**config.mk**
```make
export PLATFORM = sky130hd
export DESIGN_NAME = mazeNavigator
export DESIGN_NICKNAME = d
export VERILOG_FILES = /design/src/verilog/mazePkg.sv /design/src/verilog/lineDecoder.sv /design/src/verilog/checkpointTracker.sv /design/src/verilog/phaseTimer.sv /design/src/verilog/navController.sv /design/src/verilog/routeMemory.sv /design/src/verilog/mazeNavigator.sv
export SDC_FILE = /design/constraint.sdc
export NUM_CORES = 1
export LEC_CHECK = 0
export ABC_AREA = 1
export BUFFER_PORTS_ARGS = -buffer_cell sky130_fd_sc_hd__buf_2
export CORE_ASPECT_RATIO = 0.9
export CORE_MARGIN = 1
export CORE_UTILIZATION = 56
export CTS_CLUSTER_DIAMETER = 120
export DETAILED_ROUTE_END_ITERATION = 6
export PLACE_DENSITY = 0.85
export SLEW_MARGIN = 5
export SYNTH_ARGS = -nofsm -noshare
export SYNTH_HDL_FRONTEND = slang
export SYNTH_SLANG_ARGS = --single-unit
```
**constraint.sdc**
```tcl
create_clock -name clk -period 3.4 [get_ports clk]
set_input_delay 0.17 -clock clk [delete_from_list [all_inputs] [get_ports clk]]
set_output_delay 0.17 -clock clk [all_outputs]
set_load 0.02 [all_outputs]
```
**src/verilog/mazePkg.sv**
```systemverilog
`default_nettype none

package mazePkg;

    // Navigation states, spare codes left for later additions
    typedef enum logic [4:0] {
        stIdle        = 5'd0,
        stStart       = 5'd1,
        stCount       = 5'd2,
        stStraight    = 5'd3,
        stChoose      = 5'd4,
        stLeft        = 5'd5,
        stRight       = 5'd6,
        stBack        = 5'd7,
        stLittleLeft  = 5'd8,
        stLittleRight = 5'd9,
        stFinish      = 5'd29,
        stStop        = 5'd30,
        stError       = 5'd31
    } navState_t;

    // Sensor word read as {left, middle, right}
    typedef logic [2:0] roadPattern_t;

    localparam roadPattern_t errorRoad       = 3'b000;
    localparam roadPattern_t rightLittleRoad = 3'b001;
    localparam roadPattern_t straightRoad    = 3'b010;
    localparam roadPattern_t rightRoad       = 3'b011;
    localparam roadPattern_t leftLittleRoad  = 3'b100;
    localparam roadPattern_t turnRoad101     = 3'b101;
    localparam roadPattern_t leftRoad        = 3'b110;
    localparam roadPattern_t turnRoad111     = 3'b111;

    // Stack entry codes
    typedef enum logic [1:0] {
        codeEmpty    = 2'd0,
        junctionMark = 2'd1,
        turnLeft     = 2'd2,
        turnRight    = 2'd3
    } turnCode_t;

    typedef enum logic [2:0] {halt, forward, reverse, spinLeft, spinRight} motion_t;

    typedef enum logic [1:0] {steerNone, steerLeft, steerRight} steer_t;

    typedef struct packed {
        motion_t motion;
        steer_t  steer;
    } driveCmd_t;

    // Junction checkpoints plus the right-turn crossing result
    typedef struct packed {
        logic cp1;
        logic cp2;
        logic cp3;
        logic cp4;
        logic cp5;
        logic rightDone;
    } checkpoints_t;

    localparam int START_WAIT_CYCLES = 16;
    localparam int STOP_WAIT_CYCLES  = 8;
    localparam int ROUTE_DEPTH       = 32;

    typedef logic [$clog2(ROUTE_DEPTH)-1:0] routeIndex_t;

endpackage

`default_nettype wire

```
**src/verilog/lineDecoder.sv**
```systemverilog
`timescale 1ns/1ps
`default_nettype none

module lineDecoder (
    input  logic                  clk,
    input  logic                  rst,
    input  logic                  sensorValid,
    input  mazePkg::roadPattern_t sensorBits,
    output mazePkg::roadPattern_t pattern,
    output logic                  crossingRise
);
    import mazePkg::*;

    logic newCrossing;

    // A crossing starts when a full-bar word replaces any other word
    assign newCrossing = sensorValid && (sensorBits == turnRoad111) &&
                         (pattern != turnRoad111);

    always_ff @(posedge clk or posedge rst) begin
        if (rst) begin
            pattern      <= errorRoad;
            crossingRise <= 1'b0;
        end else begin
            crossingRise <= newCrossing;
            // Word is held between strobes
            if (sensorValid) begin
                pattern <= sensorBits;
            end
        end
    end

endmodule

`default_nettype wire

```
**src/verilog/checkpointTracker.sv**
```systemverilog
`timescale 1ns/1ps
`default_nettype none

module checkpointTracker (
    input  logic                  clk,
    input  logic                  rst,
    input  mazePkg::navState_t    state,
    input  mazePkg::roadPattern_t pattern,
    input  logic                  crossingRise,
    output mazePkg::checkpoints_t flags
);
    import mazePkg::*;

    navState_t  lastState;
    logic [1:0] rightCount;
    logic       straightFamily;
    logic       countStep;

    assign straightFamily = (state == stStraight) || (state == stLittleLeft) ||
                            (state == stLittleRight);

    // Crossings only count once the spin has left the junction bar
    assign countStep = (state == stRight) && flags.cp4 && crossingRise;

    always_ff @(posedge clk or posedge rst) begin
        if (rst) begin
            lastState  <= stIdle;
            flags      <= '0;
            rightCount <= 2'd0;
        end else begin
            lastState <= state;

            if (state == stChoose && pattern != turnRoad111) flags.cp1 <= 1'b1;
            else if (state != stChoose) flags.cp1 <= 1'b0;

            // Armed right after the count-down or once off a crossing
            if (lastState == stCount || (straightFamily && pattern != turnRoad111)) begin
                flags.cp2 <= 1'b1;
            end else if (!straightFamily) begin
                flags.cp2 <= 1'b0;
            end

            if (state == stLeft && pattern != turnRoad111) flags.cp3 <= 1'b1;
            else if (state != stLeft) flags.cp3 <= 1'b0;

            if (state == stRight && pattern != turnRoad111) flags.cp4 <= 1'b1;
            else if (state != stRight) flags.cp4 <= 1'b0;

            if (state == stLeft && pattern != turnRoad101) flags.cp5 <= 1'b1;
            else if (state != stLeft) flags.cp5 <= 1'b0;

            if (state != stRight) begin
                rightCount      <= 2'd0;
                flags.rightDone <= 1'b0;
            end else begin
                if (countStep) begin
                    rightCount <= rightCount + 2'd1;
                end
                if (rightCount >= 2'd2) begin
                    flags.rightDone <= 1'b1;
                end
            end
        end
    end

    // The controller must leave the right spin before a fourth crossing
    assert property (@(posedge clk) disable iff (rst)
        !(countStep && rightCount == 2'd3));

endmodule

`default_nettype wire

```
**src/verilog/phaseTimer.sv**
```systemverilog
`timescale 1ns/1ps
`default_nettype none

module phaseTimer #(
    parameter int LENGTH = 2
) (
    input  logic clk,
    input  logic rst,
    input  logic run,
    output logic done
);

    logic [$clog2(LENGTH)-1:0] count;
    logic                      atLast;

    assign atLast = (int'(count) == LENGTH - 1);
    assign done   = run && atLast;

    // Count restarts from zero each time the phase is entered
    always_ff @(posedge clk or posedge rst) begin
        if (rst) begin
            count <= '0;
        end else if (!run || atLast) begin
            count <= '0;
        end else begin
            count <= count + 1'b1;
        end
    end

    // The timed phase ends on the edge that follows done
    assert property (@(posedge clk) disable iff (rst) done |=> !run);

endmodule

`default_nettype wire

```
**src/verilog/navController.sv**
```systemverilog
`timescale 1ns/1ps
`default_nettype none

module navController (
    input  logic                  clk,
    input  logic                  rst,
    input  logic                  enable,
    input  logic                  obstacleNear,
    input  mazePkg::roadPattern_t pattern,
    input  mazePkg::checkpoints_t flags,
    input  logic                  countDone,
    input  logic                  stopDone,
    input  mazePkg::turnCode_t    topCode,
    output mazePkg::navState_t    state,
    output mazePkg::driveCmd_t    drive,
    output logic                  push,
    output logic                  rewrite,
    output mazePkg::turnCode_t    writeCode
);
    import mazePkg::*;

    navState_t nextState;
    navState_t resumeState;
    navState_t nextResume;
    logic      pushReq;
    logic      rewriteReq;
    logic      advance;

    // Enable drop and obstacle override the road-driven transition
    assign advance = enable && !(obstacleNear && state != stIdle);
    assign push    = pushReq && advance;
    assign rewrite = rewriteReq && advance;

    always_ff @(posedge clk or posedge rst) begin
        if (rst) begin
            state       <= stIdle;
            resumeState <= stStraight;
        end else if (!enable) begin
            state <= stIdle;
        end else if (obstacleNear && state != stIdle) begin
            state <= stFinish;
        end else begin
            state       <= nextState;
            resumeState <= nextResume;
        end
    end

    always_comb begin
        nextState  = state;
        nextResume = resumeState;
        pushReq    = 1'b0;
        rewriteReq = 1'b0;
        writeCode  = codeEmpty;
        case (state)
            stIdle:  nextState = stStart;
            stStart: if (pattern == straightRoad) nextState = stCount;
            stCount: if (countDone) nextState = stStraight;
            stStraight, stLittleLeft, stLittleRight: begin
                case (pattern)
                    errorRoad: begin
                        nextState  = stStop;
                        nextResume = stBack;
                    end
                    turnRoad111:                nextState = flags.cp2 ? stChoose : stStraight;
                    leftRoad, leftLittleRoad:   nextState = stLittleLeft;
                    rightRoad, rightLittleRoad: nextState = stLittleRight;
                    default:                    nextState = stStraight;
                endcase
            end
            stChoose: begin
                if (pattern == turnRoad101) begin
                    nextState  = stStop;
                    nextResume = stLeft;
                end else if (pattern == turnRoad111 && flags.cp1) begin
                    nextState = stStraight;
                    pushReq   = 1'b1;
                    writeCode = junctionMark;
                end
            end
            stLeft: begin
                if (pattern == turnRoad101 && flags.cp5) begin
                    nextState  = stStop;
                    nextResume = stRight;
                end else if (pattern == turnRoad111 && flags.cp3) begin
                    nextState  = stStop;
                    nextResume = stStraight;
                end
            end
            stRight: begin
                if (pattern == turnRoad111 && flags.cp4 && flags.rightDone) begin
                    nextState  = stStop;
                    nextResume = stStraight;
                end else if (pattern == turnRoad101 && flags.rightDone) begin
                    nextState = stError;
                end
            end
            stBack: begin
                // Back at a junction, try the next untried branch
                if (pattern == turnRoad111) begin
                    nextState = stStop;
                    if (topCode == junctionMark) begin
                        rewriteReq = 1'b1;
                        writeCode  = turnLeft;
                        nextResume = stLeft;
                    end else if (topCode == turnLeft) begin
                        rewriteReq = 1'b1;
                        writeCode  = turnRight;
                        nextResume = stRight;
                    end else begin
                        nextResume = stStraight;
                    end
                end
            end
            stStop:  if (stopDone) nextState = resumeState;
            default: nextState = state;
        endcase
    end

    always_comb begin
        drive.motion = halt;
        drive.steer  = steerNone;
        case (state)
            stStraight, stChoose: drive.motion = forward;
            stLittleLeft: begin
                drive.motion = forward;
                drive.steer  = steerLeft;
            end
            stLittleRight: begin
                drive.motion = forward;
                drive.steer  = steerRight;
            end
            stLeft:  drive.motion = spinLeft;
            stRight: drive.motion = spinRight;
            stBack:  drive.motion = reverse;
            default: drive.motion = halt;
        endcase
    end

    // A done strobe outside its own phase would be lost
    assert property (@(posedge clk) disable iff (rst) countDone |-> state == stCount);
    assert property (@(posedge clk) disable iff (rst) stopDone |-> state == stStop);

endmodule

`default_nettype wire

```
**src/verilog/routeMemory.sv**
```systemverilog
`timescale 1ns/1ps
`default_nettype none

module routeMemory (
    input  logic               clk,
    input  logic               rst,
    input  mazePkg::navState_t state,
    input  logic               push,
    input  logic               rewrite,
    input  mazePkg::turnCode_t writeCode,
    output mazePkg::turnCode_t topCode,
    output logic               routeValid,
    output mazePkg::turnCode_t routeCode,
    output logic               routeDone
);
    import mazePkg::*;

    // One bit wider than the stack index so a full stack replay terminates
    typedef logic [$bits(routeIndex_t):0] replayPtr_t;

    turnCode_t   routeMem [ROUTE_DEPTH];
    routeIndex_t topIndex;
    routeIndex_t nextIndex;
    replayPtr_t  replayPtr;
    replayPtr_t  visitIdx;
    turnCode_t   visitCode;
    logic        inFinish;
    logic        wasFinish;
    logic        replayStart;
    logic        replayActive;
    logic        visiting;

    assign nextIndex = topIndex + routeIndex_t'(1);

    // Entry 0 is the stack base and always reads empty
    assign topCode = (topIndex == '0) ? codeEmpty : routeMem[topIndex];

    assign inFinish    = (state == stFinish);
    assign replayStart = inFinish && !wasFinish;
    assign visitIdx    = replayStart ? replayPtr_t'(1) : replayPtr;
    assign visitCode   = routeMem[visitIdx[$bits(routeIndex_t)-1:0]];
    assign visiting    = (replayStart || replayActive) && (visitIdx <= {1'b0, topIndex});

    always_ff @(posedge clk) begin
        if (push) begin
            routeMem[nextIndex] <= writeCode;
        end else if (rewrite) begin
            routeMem[topIndex] <= writeCode;
        end
    end

    always_ff @(posedge clk or posedge rst) begin
        if (rst) begin
            topIndex <= '0;
        end else if (push) begin
            topIndex <= nextIndex;
        end
    end

    // Replay walks entries 1 up to the top, one per cycle
    always_ff @(posedge clk or posedge rst) begin
        if (rst) begin
            wasFinish    <= 1'b0;
            replayActive <= 1'b0;
            replayPtr    <= '0;
            routeValid   <= 1'b0;
            routeDone    <= 1'b0;
        end else begin
            wasFinish  <= inFinish;
            routeValid <= 1'b0;
            if (!inFinish) begin
                replayActive <= 1'b0;
                routeDone    <= 1'b0;
            end else if (visiting) begin
                routeValid   <= (visitCode != codeEmpty);
                replayPtr    <= visitIdx + replayPtr_t'(1);
                replayActive <= 1'b1;
            end else if (replayStart || replayActive) begin
                replayActive <= 1'b0;
                routeDone    <= 1'b1;
            end
        end
    end

    always_ff @(posedge clk) begin
        if (visiting) begin
            routeCode <= visitCode;
        end
    end

    // Controller must never try to grow a full stack
    assert property (@(posedge clk) disable iff (rst)
        !(push && topIndex == routeIndex_t'(ROUTE_DEPTH - 1)));

endmodule

`default_nettype wire

```
**src/verilog/mazeNavigator.sv**
```systemverilog
`timescale 1ns/1ps
`default_nettype none

module mazeNavigator (
    input  logic                  clk,
    input  logic                  rst,
    input  logic                  enable,
    input  logic                  obstacleNear,
    input  logic                  sensorValid,
    input  mazePkg::roadPattern_t sensorBits,
    output mazePkg::navState_t    state,
    output mazePkg::driveCmd_t    drive,
    output logic                  routeValid,
    output mazePkg::turnCode_t    routeCode,
    output logic                  routeDone
);
    import mazePkg::*;

    roadPattern_t pattern;
    logic         crossingRise;
    checkpoints_t flags;
    logic         countRun;
    logic         countDone;
    logic         stopRun;
    logic         stopDone;
    logic         push;
    logic         rewrite;
    turnCode_t    writeCode;
    turnCode_t    topCode;

    // Timers run only while their phase is active
    assign countRun = (state == stCount);
    assign stopRun  = (state == stStop);

    lineDecoder lineDecoder_i (
        .clk          (clk),
        .rst          (rst),
        .sensorValid  (sensorValid),
        .sensorBits   (sensorBits),
        .pattern      (pattern),
        .crossingRise (crossingRise)
    );

    checkpointTracker checkpointTracker_i (
        .clk          (clk),
        .rst          (rst),
        .state        (state),
        .pattern      (pattern),
        .crossingRise (crossingRise),
        .flags        (flags)
    );

    phaseTimer #(.LENGTH(START_WAIT_CYCLES)) countTimer (
        .clk  (clk),
        .rst  (rst),
        .run  (countRun),
        .done (countDone)
    );

    phaseTimer #(.LENGTH(STOP_WAIT_CYCLES)) pauseTimer (
        .clk  (clk),
        .rst  (rst),
        .run  (stopRun),
        .done (stopDone)
    );

    navController navController_i (
        .clk          (clk),
        .rst          (rst),
        .enable       (enable),
        .obstacleNear (obstacleNear),
        .pattern      (pattern),
        .flags        (flags),
        .countDone    (countDone),
        .stopDone     (stopDone),
        .topCode      (topCode),
        .state        (state),
        .drive        (drive),
        .push         (push),
        .rewrite      (rewrite),
        .writeCode    (writeCode)
    );

    routeMemory routeMemory_i (
        .clk        (clk),
        .rst        (rst),
        .state      (state),
        .push       (push),
        .rewrite    (rewrite),
        .writeCode  (writeCode),
        .topCode    (topCode),
        .routeValid (routeValid),
        .routeCode  (routeCode),
        .routeDone  (routeDone)
    );

endmodule

`default_nettype wire

```
[Yosys cells after proc, flatten, opt, wreduce, memory -nomap -nowiden]
Memories as Yosys holds them, arrays and structs flattened.
Index checks and enable logic that the tools add are counted.
Cells by class
  mux-type cells: 72
  eq/ne operators: 46
  bitwise gates (word level): 1
  $lt $le $gt $ge: 2
  add/subtract/negate cells: 5
  reduce and logical (&&, ||, !) cells: 54
Operator list (number)
  2-to-1 mux 5 bit: 20
  one-hot mux 5 bit (9 select lines): 1
  2-to-1 mux 1 bit: 33
  one-hot mux 5 bit (5 select lines): 1
  logical AND 1 bit: 23
  == test 5 x 3 -> 1 bit, second input constant: 4
  one-hot mux 5 bit (4 select lines): 1
  2-to-1 mux 2 bit: 8
  AND reduction 8 bit: 2
  == test 3 bit, second input constant: 5
  == test 5 x 2 -> 1 bit, second input constant: 3
  inequality test 5 x 2 -> 1 bit, second input constant: 3
  inequality test 5 x 3 -> 1 bit, second input constant: 3
  nonzero test 2 bit: 7
  inequality test 4 x 2 -> 1 bit, second input constant: 3
  one-hot mux 3 bit (4 select lines): 1
  inequality test 11 x 1 -> 1 bit, second input constant: 1
  == test 5 x 4 -> 1 bit, second input constant: 2
  == test 5 bit, second input constant: 2
  logical NOT 5 bit: 2
  nonzero test 5 bit: 2
  2-to-1 mux 3 bit: 3
  inequality test 3 bit, second input constant: 3
  inequality test 2 x 1 -> 1 bit, second input constant: 4
  27 further kinds: 43
Word-level totals
  output and inout port bits: 14
  RAM bits: 64
  bits in registers: 51
  memories: 1
Memory list
  routeMemory_i.routeMem: depth 32, bits a word 2, read ports 2, clocked after memory_dff 0, wr ports 1, RTL line routeMemory.sv:21  | turnCode_t routeMem [ROUTE_DEPTH];

[Depth between registers and ports, before layout]
  depth after elaboration: 13
  gate-level depth with buffers: 23
  depth with buffers taken out: 20

[Modules after synthesis]
Synthesis repeated with hierarchy kept, for this count alone.
Second synthesis, totals
  cell total of the unflattened synthesis: 815
  area, all modules: 6705.2 um2
Modules (own cells, without submodules)
  routeMemory: instances 1, cells an instance 528, area each 4643.2 um2
  navController: instances 1, cells an instance 168, area each 1004.7 um2
  checkpointTracker: instances 1, cells an instance 55, area each 519.2 um2
  phaseTimer (countTimer): instances 1, cells an instance 20, area each 191.4 um2
  lineDecoder: instances 1, cells an instance 21, area each 172.7 um2
  phaseTimer (pauseTimer): instances 1, cells an instance 15, area each 140.1 um2
  mazeNavigator: instances 1, cells an instance 8, area each 33.8 um2

[Worst setup path after synthesis]
Ideal clock, no wire load.
  path kind: flip-flop to flip-flop
  from: register routeMemory_i.topIndex[1]
  to: memory routeMemory_i.routeMem[20][0] (netlist bit), enable pin
  arrival time: 3.160 ns
  data required time: 3.091 ns
  setup time: 0.309 ns
  setup slack: -0.068 ns
  path buffers: 3
  stages on the path, launching flop included: 20
  cell sequence: dfrtp_1 -> clkbuf_1 -> inv_1 -> clkbuf_1 -> o21ai_0 -> o211ai_1 -> nand3_1 -> nand4_1 -> nand2_1 -> nor2_1 -> ha_1 -> inv_1 -> nand2_2 -> nor2_4 -> nand2_2 -> buf_6 -> xor2_2 -> a21oi_2 -> nand2_2 -> nor2_1
On the way
  cells in the longest elaborated chain, start to end: 13
  elaborated cells between the ends (all ways): 17
  classes of those cells: 1 x add/sub; 2 x eq/ne; 10 x mux; 3 x reduce/logical; 1 x memory
Ends and longest elaborated chain
  start, declared: RTL line routeMemory.sv:22  | routeIndex_t topIndex;
  start signal, assigned: RTL line routeMemory.sv:56  | topIndex <= nextIndex;
  memory read (32 x 2 bit) / logical NOT 5 bit (equally long branches)
  2-to-1 mux 2 bit: RTL line routeMemory.sv:36  | assign topCode = (topIndex == '0) ? codeEmpty : routeMem[topIndex];
  == test 2 bit: RTL line navController.sv:105  | end else if (topCode == turnLeft) begin
  2-to-1 mux 1 bit: RTL line navController.sv:105
  2-to-1 mux 1 bit: RTL line navController.sv:101  | if (topCode == junctionMark) begin
  2-to-1 mux 1 bit: RTL line navController.sv:99  | if (pattern == turnRoad111) begin
  2-to-1 mux 1 bit: RTL line navController.sv:54  | case (state)
  logical AND 1 bit: RTL line navController.sv:32  | assign rewrite = rewriteReq && advance;
  2-to-1 mux 1 bit: RTL line routeMemory.sv:47  | end else if (rewrite) begin
  2-to-1 mux 1 bit: RTL line routeMemory.sv:45  | if (push) begin
  2-to-1 mux 1 bit (not written as such): RTL line routeMemory.sv:48  | routeMem[topIndex] <= writeCode;
  OR reduction 2 bit (no source line)
  2-to-1 mux 5 bit (no source line) / 2-to-1 mux 1 bit (equally long branches)
  end, declared: RTL line routeMemory.sv:21
Several ways; a longest one is shown, not always the timed one.

[Worst setup path after layout]
  from: register routeMemory_i.topIndex[0]
  to: memory routeMemory_i.routeMem[2][0] (netlist bit), enable pin
Same word-level chain as after synthesis.

==> summary.md <==
| Metric | Value |
|---|---|
| Status | `complete, but fails checks` |
| Violated checks | `negative hold slack, negative setup slack` |
| Cells along the critical path | `inv_4, clkbuf_16, nor2_1, o22ai_1, nand2_1, nand4_1, nand2_1, nor2_2, ha_4, inv_4, nand2_4, nor2_4, nand2_8, xor2_4, a21oi_4, nand2_8, nor2_4` |
| Max_cap viols | `0` |
| DR WL/cell | `20.0 um` |
| Fin area | `roughly 0.0077 mm^2` |
| Worst path max stage delay | `0.47 ns` |
| Vias | `5725` |
| Final hold viol count | `31` |
| First-pass GRT wire length | `approximately 26000 um` |
| CP max stage cell | `dfrtp_2` |
| Critical path class | `reg2reg` |
| FF+latch area | `0.00316 mm^2` |
| Final worst setup slack | `-0.0402 ns` |
| TritonCTS buffer count | `17` |
| Cells after Synth | `a little over 700` |
| Clk sink count | `113` |
| CP Buf/Inv Count | `3` |
| Placed cell areas | `0.00651 mm^2` |
| Ys Warns | `0` |
| Port Buffers | `21` |
| Final Slew Violations | `0` |
| Synthesized area | `0.00621 mm^2` |
| Pwr/cell area | `578 mW/mm^2` |
| I/O Pins | `22` |
| Max_slew headroom | `18.0%` |
| Gr usage total | `30.3%` |
| Post-DRT Antenna Nets | `0` |
| Worst-Margin Slew | `1.23 ns` |
| Worst r2r dst | `routeMemory_i.routeMem[2][0]` |
| Iteration-0 DRC Markers | `851` |
| Residual DRC | `0` |
| Detailed-route wire length | `18100 um` |
| Crit-path leading delay family | `simple AND/OR/NAND/NOR gates` |
| Initial antenna violation count | `0` |
| Initial core utilization | `between 50% and 60%` |
| Reg2reg path depth | `17` |
| Syn Area/Cell | `about 8.6 um^2` |
| Nets@finish | `785` |
| TritonCTS clock tree | `built` |
| Pin count of the biggest net entering global routing | `48` |
| Setup Slack @ Placement | `approximately 0.044 ns` |
| Clock Pin Slew Worst Setup and Hold Paths | `~0.060 ns` |
| HP Class | `in2async` |
| Post-layout minimum cycle time | `3.44 ns` |
| Clk_lat worst skew | `~0.43 ns` |
| HPWL after DPL | `about 11000 um` |
| Area delta synth->final | `24.6%` |
| Final count of negative-setup-slack endpoints | `between 40 and 50` |
| Synth Net Count | `742` |
| Crit-path max FO | `14` |
| Sequential fraction of the synthesis area | `between 50 and 60%` |
| Seq cells post-synth | `113` |
| Clk root buf | `clkbuf_16` |
| Setup TNS | `-0.749 ns` |
| Peak supply drop | `0.372 mV` |
| Drt pass-1 iters | `6` |
| Fmax | `291 MHz` |
| Crit path launch type | `register` |
| Power Total | `4.47 mW` |
| CTS HTree Levels | `4` |
| Clock Skew | `0.00850 ns` |
| Vias per std cell | `6.31` |
| FF-to-FF setup slack | `-0.04 ns` |
| Die span in y | `approximately 100 um` |
| FILL cells | `between 700 and 800` |
| GP Congestion | `1.02` |
| Final Cycle Share | `101%` |
| Fraction of layout cells with a size suffix above 1 | `between 20% and 30%` |
| Distinct cell type count after synthesis | `48` |
| Multi-input logic area | `0.00306 mm^2` |
| Setup crit end kind | `register` |
| Number of global-route vias before repair | `~5000` |
| Core area | `0.0108 mm^2` |
| Critical R2R Launch | `routeMemory_i.topIndex[0]` |
| WP data arrival | `approximately 3.6 ns` |
| # diodes | `0` |
| Worst hold slack | `-0.0187 ns` |
| Clock buffer depth | `2` |
| Die area | `approximately 0.012 mm^2` |
| Req. time, crit path | `between 3 and 4 ns` |
| Global route overflow | `0` |
| LEAKAGE | `3.24 nW` |
| Die Wd | `113 um` |
| Row count | `36` |
-- worst max-delay path by stage --
stage	start	endpoint	slack, ns	depth (start not counted)
floorplan	routeMemory_i.topIndex[1]	routeMemory_i.routeMem[20][0]	0.03	19
global placement	routeMemory_i.topIndex[0]	routeMemory_i.routeMem[9][0]	0.12	18
detailed placement	routeMemory_i.topIndex[0]	routeMemory_i.routeMem[20][1]	0.04	17
CTS	routeMemory_i.topIndex[0]	routeMemory_i.routeMem[14][0]	0.01	17
global route	routeMemory_i.topIndex[0]	routeMemory_i.routeMem[2][0]	-0.11	17
finish	routeMemory_i.topIndex[0]	routeMemory_i.routeMem[2][0]	-0.04	17
-- sequential cells by signal, indices dropped and copies added, names as in the netlist --
name / flops
routeMemory_i.routeDone: 1
routeMemory_i.topIndex: 5
countTimer.count: 4
routeMemory_i.replayActive: 1
checkpointTracker_i.lastState: 5
lineDecoder_i.crossingRise: 1
routeMemory_i.routeValid: 1
lineDecoder_i.pattern: 3
pauseTimer.count: 3
checkpointTracker_i.flags: 6
checkpointTracker_i.rightCount: 2
navController_i.resumeState: 3
routeMemory_i.replayPtr: 6
routeMemory_i.routeMem: 64
routeMemory_i.wasFinish: 1
navController_i.state: 5
routeMemory_i.routeCode: 2
-- metal layers --
| layer | part of all wire (%) | vias to the layer above | GRT usage [%] |
|---|---|---|---|
| met5 | 0 | - | 0 |
| met4 | 3.8 | 0 | 16.6 |
| met3 | 12 | 92 | 8.36 |
| met2 | 46 | 421 | 47.2 |
| met1 | 37 | 2682 | 39.0 |
| li1 | - | 2530 | - |
-- cell usage in the layout (no fill, tap or decap), types with 4 or more instances in the layout --
cell type	count
a21oi_1	24
buf_2	21
buf_4	18
bufinv_16	5
clkbuf_16	19
clkinv_1	4
dfrtp_1	44
dlygate4sd3_1	5
edfxtp_1	66
ha_1	14
inv_1	65
inv_2	11
inv_4	4
nand2_1	115
nand2_2	4
nand2_4	10
nand2_8	5
nand3_1	93
nand3b_1	5
nand4_1	6
nor2_1	58
nor2_2	12
nor2_4	30
nor3_1	6
o2111ai_1	9
o211ai_1	4
o21ai_0	47
o21ai_1	9
o21ai_4	4
o22ai_1	4
or2_2	4
xor2_1	7
-- cells in the mapped netlist (all sizes together) --
cell type  number  area share, %
dfstp           2           0.85
xnor2           2           0.28
mux2            1           0.18
a32o            1           0.16
o221ai          2           0.28
and2            1           0.12
nand4           6           0.60
nor2          100            6.6
nor3b           1           0.12
o2111ai         9            1.3
nand3b          5           0.60
a31oi           1           0.10
dfrtp          45             18
or2             4           0.40
ha             15            3.0
o22ai           6           0.60
edfxtp         66             32
o21ai          61            5.2
inv            80            4.9
nor4            3           0.40
clkbuf         16            1.1
nand2         133            8.6
o31ai           1           0.12
xor2            8            1.2
o211ai          4           0.48
a21oi          29            2.5
nand3          95            7.9
a211oi          2           0.24
buf            11            1.2
o311ai          1           0.14
nor3            7           0.64
clkinv          1          0.060
-- worst register-to-register path, cell delays in order, from the launching register on --
cell	delay, ns
dfrtp_2	0.47
inv_4	0.13
clkbuf_16	0.19
nor2_1	0.05
o22ai_1	0.22
nand2_1	0.13
nand4_1	0.15
nand2_1	0.11
nor2_2	0.17
ha_4	0.23
inv_4	0.06
nand2_4	0.06
nor2_4	0.23
nand2_8	0.13
xor2_4	0.19
a21oi_4	0.27
nand2_8	0.18
nor2_4	0.17
-- stage by stage --
| stage | utilization, % | cells |
|---|---|---|
| floorplan | - | 719 |
| global placement | 60.2 | 866 |
| detailed placement | 60.2 | 866 |
| CTS | 66.6 | 902 |
| global route | 71.6 | 907 |
| finish | 71.6 | 907 |
-- report_power, final --
| group | total (mW) | leakage (nW) | switching (mW) | internal (mW) |
|---|---|---|---|---|
| logic | 0.941 | 1.71 | 0.651 | 0.290 |
| registers | 1.64 | 1.22 | 0.105 | 1.54 |
| clock network | 1.89 | 0.302 | 0.612 | 1.28 |
| total | 4.47 | 3.24 | 1.37 | 3.11 |
-- layout make-up --
| cell class | instances | area share [%] |
|---|---|---|
| Multi-Input combinational cell | 499 | 39.6 |
| Clock inverter | 13 | 2.49 |
| Inverter | 81 | 4.06 |
| Sequential cell | 113 | 40.9 |
| Timing Repair Buffer | 50 | 5.26 |
| Tap cell | 133 | 2.15 |
| Clock buffer | 18 | 5.55 |
-- repair_timing --
item / in CTS / in global routing
hold buffers: 5 / 0
gates cloned: 0 / 3
endpoints found under the hold margin: 3 / 0
gates resized for setup: 7 / 123
setup endpoints to repair: 56 / 71
setup buffers: 0 / 2
pin swaps: 0 / 25
-- cell families after synthesis --
logic type,share of synthesized area (%)
muxes,0.181
xor gates and xnor gates,1.53
buffers and inverters,7.30
and+or+nand+nor,26.0
adders and majority gates,3.02
DFF,50.9
AOI/OAI and AO/OA,11.1
Power figures use the tool's default switching activity.
